==> config.mk <==
export PLATFORM = sky130hd
export DESIGN_NAME = alu_unit
export DESIGN_NICKNAME = d
export VERILOG_FILES = /design/src/design/rs_pkg.sv /design/src/design/alu_unit.sv
export VERILOG_INCLUDE_DIRS = /design/src /design/src/design
export SDC_FILE = /design/constraint.sdc
export NUM_CORES = 1
export LEC_CHECK = 0
export BUFFER_PORTS_ARGS = -buffer_cell sky130_fd_sc_hd__clkbuf_2
export CORE_MARGIN = 4
export CORE_UTILIZATION = 30
export CTS_BUF_LIST = sky130_fd_sc_hd__clkbuf_8
export CTS_CLUSTER_DIAMETER = 60
export DETAILED_ROUTE_END_ITERATION = 7
export PLACE_DENSITY_LB_ADDON = 0.15
export RECOVER_POWER = 50
export SLEW_MARGIN = 20
export SYNTH_ARGS = -nofsm -noshare
export SYNTH_HDL_FRONTEND = slang
export SYNTH_SLANG_ARGS = --single-unit
==> constraint.sdc <==
create_clock -name clk -period 3.5 [get_ports clk]
set_input_delay 0.525 -clock clk [delete_from_list [all_inputs] [get_ports clk]]
set_output_delay 0.525 -clock clk [all_outputs]
set_load 0.01 [all_outputs]
==> src/design/rs_macros.svh <==
`ifndef RS_MACROS_SVH
`define RS_MACROS_SVH

// data word width
`define XLEN 16
// rob tag width, 32 tags
`define ROB_TAG_LEN 5
// station depth
`define RS_ENTRIES 8
// broadcast lanes: 0 alu, 1 mul, 2 external (load data)
`define NUM_WAKEUP 3

`endif

==> src/design/rs_pkg.sv <==
`include "rs_macros.svh"

package rs_pkg;

    // opcodes seen by the issue stage
    typedef enum logic [1:0] {
        op_add = 2'd0,
        op_sub = 2'd1,
        op_xor = 2'd2,
        op_mul = 2'd3
    } alu_op_t;

    // target unit, decided at dispatch
    typedef enum logic {
        fu_alu = 1'b0,
        fu_mul = 1'b1
    } fu_kind_t;

    // decoded instruction as held in the station
    // value_srcN only meaningful once ready_srcN is set
    typedef struct packed {
        logic [`ROB_TAG_LEN-1:0] insn_tag;
        alu_op_t                 op;
        fu_kind_t                fu;
        logic [`ROB_TAG_LEN-1:0] tag_src1;
        logic                    ready_src1;
        logic [`XLEN-1:0]        value_src1;
        logic [`ROB_TAG_LEN-1:0] tag_src2;
        logic                    ready_src2;
        logic [`XLEN-1:0]        value_src2;
    } rs_insn_t;

    // one station slot, also the issue bundle
    typedef struct packed {
        logic     valid;
        rs_insn_t insn;
    } rs_entry_t;

    // result broadcast on one lane
    typedef struct packed {
        logic                    valid;
        logic [`ROB_TAG_LEN-1:0] tag;
        logic [`XLEN-1:0]        value;
    } wakeup_t;

endpackage

==> src/design/alu_unit.sv <==
`timescale 1ns/1ps

`include "rs_macros.svh"

module alu_unit import rs_pkg::*; (
    input  logic      clk,
    input  logic      reset,
    // issue slot from the station
    input  rs_entry_t issue,
    // lane 0 broadcast
    output wakeup_t   result
);

    logic                    take;
    logic [`XLEN-1:0]        alu_value;
    logic                    out_valid;
    logic [`ROB_TAG_LEN-1:0] out_tag;
    logic [`XLEN-1:0]        out_value;

    // only alu-kind instructions land here
    assign take = issue.valid && (issue.insn.fu == fu_alu);

    always_comb begin
        unique case (issue.insn.op)
            op_add:  alu_value = issue.insn.value_src1 + issue.insn.value_src2;
            op_sub:  alu_value = issue.insn.value_src1 - issue.insn.value_src2;
            op_xor:  alu_value = issue.insn.value_src1 ^ issue.insn.value_src2;
            default: alu_value = '0;
        endcase
    end

    always_ff @(posedge clk) begin
        if (reset) begin
            out_valid <= 1'b0;
        end else begin
            out_valid <= take;
        end
    end

    // payload just follows the issue slot
    always_ff @(posedge clk) begin
        out_tag   <= issue.insn.insn_tag;
        out_value <= alu_value;
    end

    assign result = '{valid: out_valid, tag: out_tag, value: out_value};

    // dispatch routes every op_mul to the multiplier
    a_no_mul_op: assert property (@(posedge clk) disable iff (reset) take |-> issue.insn.op != op_mul)
        else $error("alu got a multiply");

endmodule

==> impl_metrics.py <==
metrics = {
    "sta": {
        "postLayoutSetupSlackWorst_ns": 0.515,
        "fin_hold_ws_ns": 0.349,
        "rsz0062_at_grt": "no",
        "tightest_slew_ns": 0.727,
        "setup-tns-final_ns": 0,
        "finalHoldViolCount": 0,
        "setup_viol": 0,
        "finalMaxSlewViolations": 0,
        "fin_crit_sh_pct": 85.3,
        "period_needed_ns": 2.98,
        "maxSlewHeadroom_pct": 51.5,
        "fmax_ghz": 0.335,
    },
    "status": {
        "status": "finished clean",
    },
    "cts": {
        "postCtsSetupRepairBufs": 0,
        "cts_resized": 0,
        "cts-hold-fix-buffers": 0,
        "numClockSinks": 22,
        "cts_tree": "done",
        "clk_pin_slew_worst_paths_ns": 0.09,
        "cts-buffers-inserted": 3,
        "htree_levels": 1,
        "root_buffer": "clkbuf_8",
        "cts_max_path_buffers": 2,
    },
    "grt": {
        "grt_pass1_wl_mm": 8.18,
        "overflow": 0,
        "grt_pass1_vias": 1721,
        "grt_max_degree": 20,
        "grt_antenna_before_repair": 0,
        "grtUsageTotal_pct": 13.6,
    },
    "logic_synthesis": {
        "ys_async_sr_fraction_pct": 0,
        "yosys.area.top_type": "dfxtp_1",
        "synthTopCellsByCount": "xnor2_1 (27), a21oi_1 (24), dfxtp_1 (22)",
        "synth-seq-cells": 22,
        "yosysSeqAreaShare_pct": 24.5,
        "synth_edf_count": 0,
        "yosysTopAreaCellShare_pct": 24.5,
        "ys.flop_type": "dfxtp_1",
        "ys.warnings.count": 0,
        "synth_area_leaders": "dfxtp_1 (25%), xnor2_1 (13%), ha_1 (11%)",
        "netlist_instances": 210,
        "synth_area_um2": 1790,
        "synth_nets": 282,
        "avgSynthCellArea_um2": 8.54,
        "yosysMostFrequentCell": "xnor2_1",
        "ys_types": 41,
    },
    "setup_path": {
        "cp_max_fo": 5,
        "endpoint_kind": "flop",
        "path_common_cell": "a21oi_1",
        "critPathLaunchType": "input pin",
        "cp_cell_sequence": "clkbuf_2 > nor4_2 > nor4b_4 > a31oi_1 > xnor2_1 > ha_1 > a21o_1 > or3b_2 > a21oi_1 > o32ai_1 > a21oi_1 > nor3_1",
        "crit_required_ns": 3.66,
        "critPathSlowestCell": "or3b_2",
        "worstPathArrival_ns": 3.14,
        "max_stage_delay_ns": 0.45,
        "critPathKind": "input pin to flop",
    },
    "placed_design": {
        "post-place-ws_ns": 0.239,
        "gp_congestion": 0.911,
        "portBuffers": 64,
        "dp_hpwl_mm": 3.87,
    },
    "floorplan": {
        "core_area_um2": 5640,
        "die_area_um2": 7280,
        "start_util_pct": 31.8,
        "die_height_um": 85.3,
        "rows": 27,
        "fp.dieW_um": 85.3,
        "ios": 77,
    },
    "power_and_ir_drop": {
        "irDropWorstVdd_v": 0.000141,
        "p_per_area_nw_per_um2": 418,
        "p_leak_uw": 0.000956,
    },
    "layout": {
        "post_route_cells_drive_above_1_share_pct": 22.3,
        "seq_area_um2": 440,
        "n_fill_cell": 600,
        "syn2layout_area_growth_pct": 24.1,
        "utilization_pct": 39.5,
        "num_antenna_cells": 0,
        "nNetsFinal": 347,
        "multi_input_area_um2": 1280,
    },
    "detailed_routing": {
        "vias_per_cell": 4.90,
        "num_vias": 1694,
        "ant_nets": 0,
        "drcViolationCount": 0,
        "avgRoutedWirePerCell_um": 13.7,
        "drt_first_iter_violations": 71,
        "finalWirelength_mm": 4.75,
        "firstDrtPassIters": 4,
    },
    "min_path": {
        "hold_class": "input pin to flop",
    },
    "job": {
        "cap_viol_max_count": 0,
    },
}
-- critical path: cells and delay by family --
kind | cells | cell delay, ns
fa+ha+maj | 1 | 0.35
xor+xnor | 1 | 0.14
compound gates | 5 | 0.81
simple gates | 4 | 1.19
buf+inv | 1 | 0.13
-- layout by cell type, fill, tap and decap left out, types with 3 or more instances in the layout --
master and instances:
nor2b_1 3, nand2_1 13, dfxtp_1 22, nand2b_1 7, a31oi_1 4, o21a_1 3, clkbuf_1 16, o22ai_1 12
a21oi_1 24, nor2_1 11, nor3_1 3, inv_1 7, xor2_1 12, ha_1 16, xnor2_1 27, o21ai_0 11
clkbuf_2 48, clkbuf_8 3
-- layout make-up --
type | instances | share of cell area, %
multi-input combinational | 175 | 57.6
sequential | 22 | 19.8
tap | 72 | 4.04
inverter | 7 | 1.18
clock buffer | 3 | 1.85
clock inverter | 1 | 1.35
timing repair buffer | 66 | 14.2
-- flip-flops by register name (all words and copies together) (netlist names) --
register,cells
out_value,16
out_tag,5
out_valid,1
-- stage by stage --
stage,cells,total power (uW),cell area (um2)
finish,346,931,2230
global route,346,1010,2230
CTS,346,957,2250
detailed placement,342,700,2180
global placement,342,699,2180
floorplan,210,573,1790
-- cells by family (layout without fill, tap and decap cells) --
logic type	Yosys count	in the layout	synth area share (%)
AOI/OAI and AO/OA	68	68	23.0
xor gates and xnor gates	40	40	19.9
adders and majority gates	17	17	12.3
buffers and inverters	13	77	3.91
DFF	22	22	24.5
and+or+nand+nor	50	50	16.3
-- final timing paths --
check / start / to / depth (start not counted)
max: issue[4] / out_value[14] / 12
min: issue[47] / out_tag[0] / 1
-- where the power goes --
group	total, uW	internal [uW]	switching (uW)	leakage [uW]
Clock	245	153	92.4	0.0000357
Sequential	301	292	9.15	0.000185
Combinational	384	170	215	0.000736
-- metal layers --
layer  vias up  routed length (um)  global-route usage [%]
met4         0                  39                    3.02
met3         2                 252                    2.33
met1       753                2450                    19.5
met5         -                   0                       0
met2        50                2020                    21.1
li1        889                   -                       -
(Power assumes the default switching activity.)
