<file path="config.mk">
export PLATFORM = sky130hd
export DESIGN_NAME = mul_unit
export DESIGN_NICKNAME = d
export VERILOG_FILES = /design/src/design/rs_pkg.sv /design/src/design/mul_unit.sv
export VERILOG_INCLUDE_DIRS = /design/src /design/src/design
export SDC_FILE = /design/constraint.sdc
export NUM_CORES = 1
export LEC_CHECK = 0
export ABC_AREA = 1
export BUFFER_PORTS_ARGS = -buffer_cell sky130_fd_sc_hd__buf_4
export CORE_MARGIN = 5
export CORE_UTILIZATION = 25
export CTS_CLUSTER_SIZE = 24
export DETAILED_ROUTE_END_ITERATION = 7
export PLACE_DENSITY = 0.39
export RECOVER_POWER = 100
export SYNTH_ARGS = -nofsm -noshare
export SYNTH_HDL_FRONTEND = slang
export SYNTH_SLANG_ARGS = --single-unit
</file>
<file path="constraint.sdc">
create_clock -name clk -period 5.54 [get_ports clk]
set_clock_uncertainty 0.05 [all_clocks]
set_input_delay 0.277 -clock clk [delete_from_list [all_inputs] [get_ports clk]]
set_output_delay 0.277 -clock clk [all_outputs]
set_load 0.1 [all_outputs]
</file>
<file path="src/design/rs_macros.svh">
`ifndef RS_MACROS_SVH
`define RS_MACROS_SVH

// data word width
`define XLEN 16
// rob tag width, 32 tags
`define ROB_TAG_LEN 5
// station depth
`define RS_ENTRIES 8
// broadcast lanes: 0 alu, 1 mul, 2 external (load data)
`define NUM_WAKEUP 3

`endif

</file>
<file path="src/design/rs_pkg.sv">
`include "rs_macros.svh"

package rs_pkg;

    // opcodes seen by the issue stage
    typedef enum logic [1:0] {
        op_add = 2'd0,
        op_sub = 2'd1,
        op_xor = 2'd2,
        op_mul = 2'd3
    } alu_op_t;

    // target unit, decided at dispatch
    typedef enum logic {
        fu_alu = 1'b0,
        fu_mul = 1'b1
    } fu_kind_t;

    // decoded instruction as held in the station
    // value_srcN only meaningful once ready_srcN is set
    typedef struct packed {
        logic [`ROB_TAG_LEN-1:0] insn_tag;
        alu_op_t                 op;
        fu_kind_t                fu;
        logic [`ROB_TAG_LEN-1:0] tag_src1;
        logic                    ready_src1;
        logic [`XLEN-1:0]        value_src1;
        logic [`ROB_TAG_LEN-1:0] tag_src2;
        logic                    ready_src2;
        logic [`XLEN-1:0]        value_src2;
    } rs_insn_t;

    // one station slot, also the issue bundle
    typedef struct packed {
        logic     valid;
        rs_insn_t insn;
    } rs_entry_t;

    // result broadcast on one lane
    typedef struct packed {
        logic                    valid;
        logic [`ROB_TAG_LEN-1:0] tag;
        logic [`XLEN-1:0]        value;
    } wakeup_t;

endpackage

</file>
<file path="src/design/mul_unit.sv">
`timescale 1ns/1ps

`include "rs_macros.svh"

module mul_unit import rs_pkg::*; (
    input  logic      clk,
    input  logic      reset,
    // issue slot from the station
    input  rs_entry_t issue,
    // lane 1 broadcast, three cycles after issue
    output wakeup_t   result
);

    logic take;

    // stage 1, operands captured
    logic                    s1_valid;
    logic [`ROB_TAG_LEN-1:0] s1_tag;
    logic [`XLEN-1:0]        s1_a;
    logic [`XLEN-1:0]        s1_b;

    // stage 2, product, only the low half is ever used
    logic                    s2_valid;
    logic [`ROB_TAG_LEN-1:0] s2_tag;
    logic [`XLEN-1:0]        s2_product;

    // stage 3, low half out
    logic                    s3_valid;
    logic [`ROB_TAG_LEN-1:0] s3_tag;
    logic [`XLEN-1:0]        s3_value;

    assign take = issue.valid && (issue.insn.fu == fu_mul);

    // valid chain, one insn per stage, no stall
    always_ff @(posedge clk) begin
        if (reset) begin
            s1_valid <= 1'b0;
            s2_valid <= 1'b0;
            s3_valid <= 1'b0;
        end else begin
            s1_valid <= take;
            s2_valid <= s1_valid;
            s3_valid <= s2_valid;
        end
    end

    always_ff @(posedge clk) begin
        s1_tag     <= issue.insn.insn_tag;
        s1_a       <= issue.insn.value_src1;
        s1_b       <= issue.insn.value_src2;
        s2_tag     <= s1_tag;
        // sized by the lhs, low XLEN bits of the product
        s2_product <= s1_a * s1_b;
        s3_tag     <= s2_tag;
        s3_value   <= s2_product;
    end

    assign result = '{valid: s3_valid, tag: s3_tag, value: s3_value};

endmodule

</file>
==> reports/metrics.csv, run 1 <==
metric;value;unit
status;finished clean;
IO Count;77;
ANT nets after route;0;
die area;27400;µm²
Max Slew Vio Count;0;
# port buffers;62;
CTS Sinks;82;
number of synthesized flops with an enable pin;0;
mux share of post-synthesis cell area;0;%
Reg2Reg Setup Slack;0.37;ns
maximum vdd ir drop;0.294;mV
compound-gate portion of the synthesized area;1.68;%
Worst R2R End;s2_product[15];
unrepaired setup endpoints after global routing;false;
Setup TNS Final;0;ns
pin count of the biggest net entering global routing;19;
core area;23600;µm²
YS warnings;0;
first-pass GRT wire length;23.9;mm
R2R cell count;20;
width of the die;165;µm
endpoint type of the worst setup path;register;
worst-margin pin slew;1.19;ns
post-DR vias/cell;3.82;
Netlist cell types;23;
cells along the critical path;nand2_1 > fa_1 > fa_1 > inv_1 > fa_1 > inv_1 > fa_1 > inv_1 > fa_1 > inv_1 > fa_1 > inv_1 > ha_1 > inv_1 > nor3_1 > nand3_1 > nand3_2 > inv_1 > nand3_1 > nand2_1;
Rel. slew slack;21.3;%
TritonCTS clock tree;done;
Synth Cell Area;6040;µm²
largest family of logic cells by synthesized area;adder cells;
final std cells w/o fill;1170;
Inserted Clock Buffers;9;
Arr. time, crit path;5.37;ns
CP Depth;20;
Post-CTS Setup Bufs;0;
placed cell count;1117;
# diodes;0;
xor/xnor cell area share of the yosys netlist;1.88;%
initial core utilization;25.6;%
Synth Flop Type;dfxtp_1;
Pleak;0.00419;µW
Worst-path clk slew;0.08;ns
CP most frequent cell;inv_1;
PD cells;513;nW/µm²
required time worst endpoint;5.74;ns
hpwl dp;11.6;mm
simple-gate area share of the yosys netlist;17.5;%
critical path's top delay family;adder cells;
crit path from;s1_b[1];
total power;3860;µW
Max clock buf depth;2;
GRT Overall Usage;11.4;%
Layout area overhead;24.5;%
Period minus WS final;5.17;ns
Initial DRT Pass Iterations;4;
H-tree levels;3;
fin util;31.9;%
vias in the first global route;4682;
Iteration-0 DRC Markers;90;
wire per inst;12.0;µm
die height;165;µm
routed wire length;14.0;mm
kind of critical path;register to register;
vias;4469;
Tcrit/Tclk final;93.3;%
Nets;1030;
Seq/Total Area, Yosys;27.2;%
# DRC;0;
count of state elements after synthesis;82;
worst-path maximum fanout;7;
GP Congestion;0.800;
Mean Syn Cell Area;8.13;µm²
fmax;0.193;GHz
Post-synth ARST share;0;%
Buf/Inv on CP;7;
CP max-delay cell;dfxtp_1;
largest stage delay on the critical path;0.54;ns
Syn Nets;927;
area share of fa/ha/maj cells after synthesis;36.7;%
worst skew pair latency;0.35;ns
end of the critical path;s2_product[15];
share of cells above drive strength 1;10.9;%
total grt overflow;0;
worst r2r src;s1_b[1];
Row Count;56;
CP Launch Type;register;
antenna violations before repair;0;
Cells after Synth;743;
Root Driver;clkbuf_16;
Hold Crit Class;primary input to register;
maxcap violations;0;
Hold Vio Cnt, Final;0;
# setup viols final;0;
## synth_stat cells (2+ instances only)
| library cell | number | area, µm² |
|---|---|---|
| nand3b_1 | 2 | 15.0 |
| inv_1 | 204 | 766 |
| buf_2 | 8 | 40.0 |
| ha_1 | 49 | 613 |
| clkinv_1 | 2 | 7.51 |
| o21ai_0 | 3 | 15.0 |
| clkbuf_1 | 12 | 45.0 |
| buf_4 | 2 | 15.0 |
| a21oi_1 | 13 | 65.1 |
| nor2_1 | 15 | 56.3 |
| nand2_2 | 6 | 37.5 |
| nand2_1 | 213 | 800 |
| inv_2 | 4 | 15.0 |
| nand3_1 | 29 | 145 |
| dfxtp_1 | 82 | 1640 |
| xor2_1 | 8 | 70.1 |
| xnor2_1 | 5 | 43.8 |
| buf_6 | 2 | 22.5 |
| fa_1 | 80 | 1600 |
## registers in the layout (all words and copies together) (netlist names)
| signal | cells |
|---|---|
| s1_valid | 1 |
| s2_tag | 5 |
| s1_b | 16 |
| s1_a | 16 |
| s3_valid | 1 |
| s1_tag | 5 |
| s2_valid | 1 |
| s3_tag | 5 |
| s3_value | 16 |
| s2_product | 16 |
## how the worst min path moves through the flow
stage / start / endpoint / slack (ns) / cells after the start
floorplan: issue[22] / s1_a[0] / 0.25 / 0
global placement: s2_tag[2] / s3_tag[2] / 0.26 / 0
detailed placement: s2_tag[2] / s3_tag[2] / 0.26 / 0
CTS: reset / s3_valid / 0.03 / 2
global route: reset / s1_valid / 0.03 / 2
finish: reset / s3_valid / 0.04 / 2
## routing by layer
layer / track usage [%] / vias up / part of all wire, %
met3: 2.33 / 11 / 3.4
met1: 14.8 / 2080 / 48
met2: 19.5 / 60 / 48
met5: 0 / - / 0
met4: 2.70 / 0 / 1.1
li1: - / 2318 / -
## where the power goes
group / total, µW / leakage [µW] / switching, µW / internal (µW)
logic: 2460 / 0.00335 / 1590 / 875
clock network: 611 / 0.000150 / 290 / 321
registers: 788 / 0.000691 / 49.1 / 739
## through the flow
step           instance area [µm²]  hold slack, ns  setup WS (ns)
3_5_place_dp                  6910           0.262          0.175
4_1_cts                       7590          0.0323          0.170
2_1_floorplan                 6040           0.255          0.457
6_report                      7520          0.0447          0.371
3_3_place_gp                  6910           0.260          0.181
5_1_grt                       7520          0.0339         0.0259
## cells by family (layout without fill, tap and decap cells)
logic type	Yosys count	in the layout
AOI/OAI and AO/OA	19	19
DFF	82	82
adders and majority gates	129	129
xor gates and xnor gates	13	13
buffers and inverters	234	342
and+or+nand+nor	266	266
## worst reg2reg max path, stage by stage (launching register included)
cell and delay (ns):
dfxtp_1 0.54, nand2_1 0.14, fa_1 0.52, fa_1 0.54, inv_1 0.05, fa_1 0.50, inv_1 0.06, fa_1 0.53
inv_1 0.05, fa_1 0.47, inv_1 0.05, fa_1 0.47, inv_1 0.04, ha_1 0.31, inv_1 0.08, nor3_1 0.24
nand3_1 0.12, nand3_2 0.16, inv_1 0.06, nand3_1 0.07, nand2_1 0.05
## layout by cell type (no fill, tap or decap)
cell type        n
a21oi_1         13
buf_4           19
clkbuf_1        22
clkbuf_16        9
clkbuf_4        38
clkinv_1         2
clkinv_4         2
clkinv_8         2
dfxtp_1         73
dfxtp_2          9
dlygate4sd3_1   37
fa_1            80
ha_1            49
inv_1          204
inv_2            4
inv_6            1
inv_8            2
nand2_1        213
nand2_2          6
nand3_1         28
nand3_2          1
nand3b_1         2
nor2_1          15
nor3_1           1
o2111ai_1        1
o21a_1           1
o21ai_0          3
o21ai_1          1
xnor2_1          5
xor2_1           8
## timing repair
action,in CTS,in global routing
setup endpoints to repair,0,2
hold buffers,37,0
endpoints found under the hold margin,37,0
gates resized for setup,0,10
## area by class of cell
cell class | instances | area [µm²]
Fill cell | 2560 | 16100
Multi-Input combinational cell | 427 | 3490
Sequential cell | 82 | 1650
Timing Repair Buffer | 116 | 881
Inverter | 210 | 788
Tap cell | 319 | 399
Clock buffer | 9 | 225
Clock inverter | 7 | 81.3
Note: power is estimated with default switching activity, not from simulation.
==> run 2: changes to the inputs <==
HOLD_SLACK_MARGIN = 0.05   (was unset)
PLACE_DENSITY = unset   (was 0.39)
PLACE_DENSITY_LB_ADDON = 0.2   (was unset)
==> run 2 against run 1 <==
  * Final area shrank 0.32%
  * Flip-flop and latch count is the same
  * Worst hold slack improved by 0.055 ns
  * Final cell count did not move
  * Die area unchanged
  * Sequential power about the same
  * Utilization fell by 0.10 points
  * Critical path depth unchanged
  * First-iteration DRC count rose by 53%
==> reports/metrics.csv, run 2 (synthesis gave the netlist of run 1 again) <==
metric;value;unit;change
WHS Endpoint;s1_valid;;
Clk pwr share;15.9;%;about the same
Max clock buf depth;2;;unchanged
Comb power frac;63.6;%;about the same
total grt overflow;0;;unchanged
Inserted Clock Buffers;9;;unchanged
IO Count;77;;unchanged
wire per inst;11.8;µm;-1.5%
GRT Overall Usage;11.2;%;-0.25 points
vias in the first global route;4668;;-0.30%
maxcap violations;0;;unchanged
Row Count;56;;unchanged
Layout area overhead;24.1;%;
Max Slew Vio Count;0;;unchanged
pin count of the biggest net entering global routing;19;;unchanged
Worst R2R End;s2_product[15];;
CTS Sinks;82;;unchanged
required time worst endpoint;5.74;ns;about the same
Cell Int Power;1930;µW;-0.50%
Post-CTS Setup Bufs;0;;unchanged
R2R cell count;20;;unchanged
hold_sp;issue[44];;
Hold Vio Cnt, Final;0;;unchanged
commonest non-fill, non-tap cells in the layout;nand2_1 (213), inv_1 (204), fa_1 (80), dfxtp_1 (80), ha_1 (49);;
worst r2r src;s1_b[1];;
H-tree levels;3;;unchanged
endpoint type of the worst setup path;register;;
crit path from;s1_b[1];;
post-DR vias/cell;3.83;;+0.18%
Psw;1920;µW;-0.46%
part of the power in registers;20.5;%;about the same
met1 GRT Util;14.3;%;-0.52 points
GR Util met3;2.41;%;+0.074 points
# port buffers;62;;unchanged
worst-path maximum fanout;7;;unchanged
worst skew pair latency;0.35;ns;about the same
unrepaired setup endpoints after global routing;false;;
TritonCTS clock tree;done;;
CP Launch Type;register;;
Nets;1030;;unchanged
worst-margin pin slew;1.20;ns;+0.00993 ns
status;finished clean;;
# setup viols final;0;;unchanged
Hold Crit Class;primary input to register;;
antenna violations before repair;0;;unchanged
# fillers;2559;;-0.039%
initial core utilization;25.6;%;unchanged
Worst-path clk slew;0.08;ns;about the same
GR peak layer;met2;;
die area;27400;µm²;unchanged
Initial DRT Pass Iterations;4;;unchanged
maximum vdd ir drop;0.353;mV;+20%
ANT nets after route;0;;unchanged
Arr. time, crit path;5.47;ns;+0.10 ns
Tcrit/Tclk final;95.0;%;+1.7 points
PD cells;512;nW/µm²;-0.16%
vias;4477;;+0.18%
total power;3840;µW;-0.48%
hpwl dp;11.1;mm;-4.1%
share of cells above drive strength 1;9.64;%;-1.3 points
routed wire length;13.8;mm;-1.5%
core area;23600;µm²;unchanged
fmax;0.190;GHz;-1.8%
GRT met2 Usage;19.0;%;-0.54 points
# diodes;0;;unchanged
Reg2Reg Setup Slack;0.28;ns;-0.10 ns
Pleak;0.00417;µW;-0.33%
die height;165;µm;unchanged
most common cell after layout, fill and taps aside;nand2_1;;
Iteration-0 DRC Markers;138;;+53%
GP Congestion;0.796;;-0.39%
first-pass GRT wire length;23.4;mm;-2.0%
Setup TNS Final;0;ns;unchanged
# DRC;0;;unchanged
Root Driver;clkbuf_16;;
Switching Share;49.9;%;about the same
Period minus WS final;5.26;ns;+0.0959 ns
Rel. slew slack;20.6;%;-0.66 points
width of the die;165;µm;unchanged
Hold Path Stages;3;;+1
kind of critical path;register to register;;
-- run 2: changes by cell type in the layout (fill, tap and decap cells not counted), moves of 2 or more --
cell	delta
dfxtp_1	+7
buf_4	-2
dfxtp_2	-7
clkbuf_1	+2
-- run 2: metrics by stage --
stage	setup slack (ns)	utilization (%)	instances	instance area [µm²]	hold slack (ns)
3_5_place_dp	0.258	29.2	1116	6900	0.262
6_report	0.275	31.8	1170	7500	0.0997
3_3_place_gp	0.261	29.2	1116	6900	0.260
5_1_grt	0.000639	31.8	1170	7500	0.107
4_1_cts	0.244	32.1	1170	7580	0.0891
2_1_floorplan	0.457	-	743	6040	0.255
-- run 2: worst max-delay path: stages (launching register included) --
cell	delay (ns)
dfxtp_1	0.55
nand2_1	0.14
fa_1	0.52
fa_1	0.54
inv_1	0.05
fa_1	0.49
inv_1	0.05
fa_1	0.52
inv_1	0.05
fa_1	0.47
inv_1	0.05
fa_1	0.47
inv_1	0.04
ha_1	0.31
inv_1	0.08
nor3_1	0.24
nand3_1	0.10
nand3_1	0.24
inv_1	0.07
nand3_1	0.08
nand2_1	0.05
-- run 2: cell type report --
| type | instances | area, µm² | share of cell area [%] |
|---|---|---|---|
| Multi-Input combinational cell | 427 | 3490 | 46.5 |
| Sequential cell | 82 | 1640 | 21.9 |
| Timing Repair Buffer | 116 | 876 | 11.7 |
| Inverter | 210 | 788 | 10.5 |
| Tap cell | 319 | 399 | 5.32 |
| Clock buffer | 9 | 225 | 3.00 |
| Clock inverter | 7 | 76.3 | 1.02 |
-- run 2: how the worst max path moves through the flow --
stage / end / cells past startpoint
floorplan: s2_product[15] / 22
global placement: s2_product[15] / 18
detailed placement: s2_product[15] / 18
CTS: s2_product[15] / 18
global route: s2_product[15] / 20
finish: s2_product[15] / 20
-- run 2: layer usage --
layer	part of all wire, %	up-vias	routed length, µm
met5	0	-	0
met4	1.6	0	224
met3	4.0	12	556
met2	48	83	6570
met1	47	2065	6470
li1	-	2317	-
-- run 2: power by group through the flow --
stage               clock network (µW)  registers (µW)  logic (µW)
finish                             610             788        2440
global route                       664             803        2810
CTS                                643             792        2530
detailed placement                   0             805        2490
global placement                     0             804        2490
floorplan                            0            1160        1580
-- run 2: timing repair --
action                                 in CTS  in global routing
hold buffers                               38                  0
endpoints found under the hold margin      40                  0
setup endpoints to repair                   0                  1
resized for setup                           0                  2
==> run 3: changes to the inputs <==
clock period = 5.4 ns   (was 5.54 ns; I/O delays follow)
==> run 3 against run 2 <==
  * Via count rose by 0.74%
  * Clock power rose by 3.6%
  * First-iteration DRC count rose by 39%
  * Wire length rose by 0.20%
  * Sequential power rose by 2%
==> reports/metrics.csv, run 3 (synthesis gave the netlist of run 1 again) <==
metric;value;unit;change
fin util;31.9;%;+0.17 points
commonest non-fill, non-tap cells in the layout;nand2_1 (213), inv_1 (204), fa_1 (80), dfxtp_1 (80), ha_1 (49);;
pin count of the biggest net entering global routing;19;;unchanged
vias;4510;;+0.74%
TritonCTS clock tree;done;;
H-tree levels;3;;unchanged
cells along the critical path;nand2_1 > fa_1 > fa_1 > inv_1 > fa_1 > inv_1 > fa_1 > inv_1 > fa_1 > inv_1 > fa_1 > inv_1 > ha_1 > inv_1 > nor3_2 > nand3_1 > nand3_2 > inv_1 > nand3_1 > nand2_1;;
GRT Overall Usage;11.2;%;+0.068 points
required time worst endpoint;5.60;ns;-0.14 ns
# port buffers;62;;unchanged
CP max-delay cell;fa_1;;
CP most frequent cell;inv_1;;
CP Depth;20;;unchanged
Root Driver;clkbuf_16;;
vias in the first global route;4720;;+1.1%
Worst R2R End;s2_product[15];;
Post-CTS Setup Bufs;0;;unchanged
CP Launch Type;register;;
PD cells;538;nW/µm²;+5.1%
fmax;0.196;GHz;+3.0%
IO Count;77;;unchanged
CTS Sinks;82;;unchanged
most common cell after layout, fill and taps aside;nand2_1;;
Max clock buf depth;2;;unchanged
kind of critical path;register to register;;
met3 routed wirelength;579;µm;+4.1%
# setup viols final;0;;unchanged
met1 wire length;6.38;mm;-1.4%
Worst-path clk slew;0.07;ns;about the same
die area;27400;µm²;unchanged
# fillers;2533;;-1.0%
# diodes;0;;unchanged
Setup TNS Final;0;ns;unchanged
endpoint type of the worst setup path;register;;
antenna violations before repair;0;;unchanged
hpwl dp;11.4;mm;+2.5%
Layout area overhead;24.8;%;
critical path's top delay family;adder cells;;
first-pass GRT wire length;23.4;mm;-0.18%
routed wire length;13.8;mm;+0.20%
Hold Vio Cnt, Final;0;;unchanged
Hold WS;0.0802;ns;-0.0194 ns
Iteration-0 DRC Markers;192;;+39%
GP Congestion;0.811;;+1.8%
Routed met2 length;6.60;mm;+0.40%
Pleak;0.00420;µW;+0.63%
Rel. slew slack;20.8;%;+0.23 points
max layer used;met4;;
wire per inst;11.8;µm;-0.15%
worst r2r src;s1_b[1];;
core area;23600;µm²;unchanged
Buf/Inv on CP;7;;unchanged
die height;165;µm;unchanged
Arr. time, crit path;5.32;ns;-0.15 ns
unrepaired setup endpoints after global routing;false;;
status;finished clean;;
total grt overflow;0;;unchanged
ANT nets after route;0;;unchanged
Max Slew Vio Count;0;;unchanged
Inserted Clock Buffers;9;;unchanged
worst-path maximum fanout;6;;-1
Period minus WS final;5.11;ns;-0.151 ns
Hold Crit Class;primary input to register;;
crit path from;s1_b[1];;
maxcap violations;0;;unchanged
largest stage delay on the critical path;0.54;ns;about the same
initial core utilization;25.6;%;unchanged
worst skew pair latency;0.35;ns;about the same
worst-margin pin slew;1.19;ns;-0.00344 ns
maximum vdd ir drop;0.297;mV;-16%
Tcrit/Tclk final;94.7;%;-0.33 points
final std cells w/o fill;1174;;+0.34%
Initial DRT Pass Iterations;4;;unchanged
post-DR vias/cell;3.84;;+0.39%
# DRC;0;;unchanged
Reg2Reg Setup Slack;0.29;ns;about the same
Nets;1034;;+0.39%
end of the critical path;s2_product[15];;
Row Count;56;;unchanged
share of cells above drive strength 1;10.3;%;+0.66 points
width of the die;165;µm;unchanged
placed cell count;1120;;+0.36%
R2R cell count;20;;unchanged
==> run 3: cell count changes in the layout (fill, tap and decap cells not counted) <==
cell and change:
nor3_2 +1, nand3_2 +1, buf_4 +4, nand3_1 -1, nor3_1 -1
==> run 3: power by group <==
group	internal (µW)	switching (µW)	total, µW
clock	330	302	632
combinational	972	1650	2620
sequential	757	49.5	807
total	2060	2000	4060
==> run 3: layout make-up <==
| type | instances | area (µm²) | area share [%] |
|---|---|---|---|
| Multi-Input combinational cell | 427 | 3500 | 46.4 |
| Sequential cell | 82 | 1640 | 21.8 |
| Clock inverter | 7 | 76.3 | 1.01 |
| Tap cell | 319 | 399 | 5.30 |
| Clock buffer | 9 | 225 | 2.99 |
| Timing Repair Buffer | 120 | 906 | 12.0 |
| Inverter | 210 | 788 | 10.5 |
==> run 3: timing repair <==
action / 4_1_cts / 5_1_grt
resized for setup: 0 / 4
endpoints found under the setup margin: 0 / 1
hold buffers: 38 / 0
hold endpoints to repair: 40 / 0
==> run 3: stage by stage <==
| stage | power, µW | worst slack (ns) | cell area, µm² |
|---|---|---|---|
| after global routing | 4530 | 0.0202 | 7540 |
| final | 4060 | 0.286 | 7540 |
| after global placement | 3470 | 0.0985 | 6930 |
| after floorplan | 2810 | 0.317 | 6040 |
| after CTS | 4180 | 0.0325 | 7610 |
| after detailed placement | 3490 | 0.0599 | 6930 |
==> run 3: how the worst min path moves through the flow <==
| stage | from | endpoint | slack, ns | cells past startpoint |
|---|---|---|---|---|
| after detailed placement | s2_product[10] | s3_value[10] | 0.26 | 0 |
| final | issue[44] | s1_valid | 0.08 | 3 |
| after CTS | issue[44] | s1_valid | 0.07 | 3 |
| after global placement | s1_tag[1] | s2_tag[1] | 0.26 | 0 |
| after floorplan | issue[22] | s1_a[0] | 0.25 | 0 |
| after global routing | issue[44] | s1_valid | 0.08 | 3 |
==> run 3: worst min-delay path: cells and delay by family <==
family | cells | cell delay [ns]
buffers and inverters | 1 | 0.07
AND/OR/NAND/NOR | 2 | 0.11
==> run 3: routing by layer <==
metal	GRT usage, %	up-vias
li1	-	2324
met1	14.0	2088
met2	19.3	81
met3	2.53	17
met4	3.64	0
met5	0	-
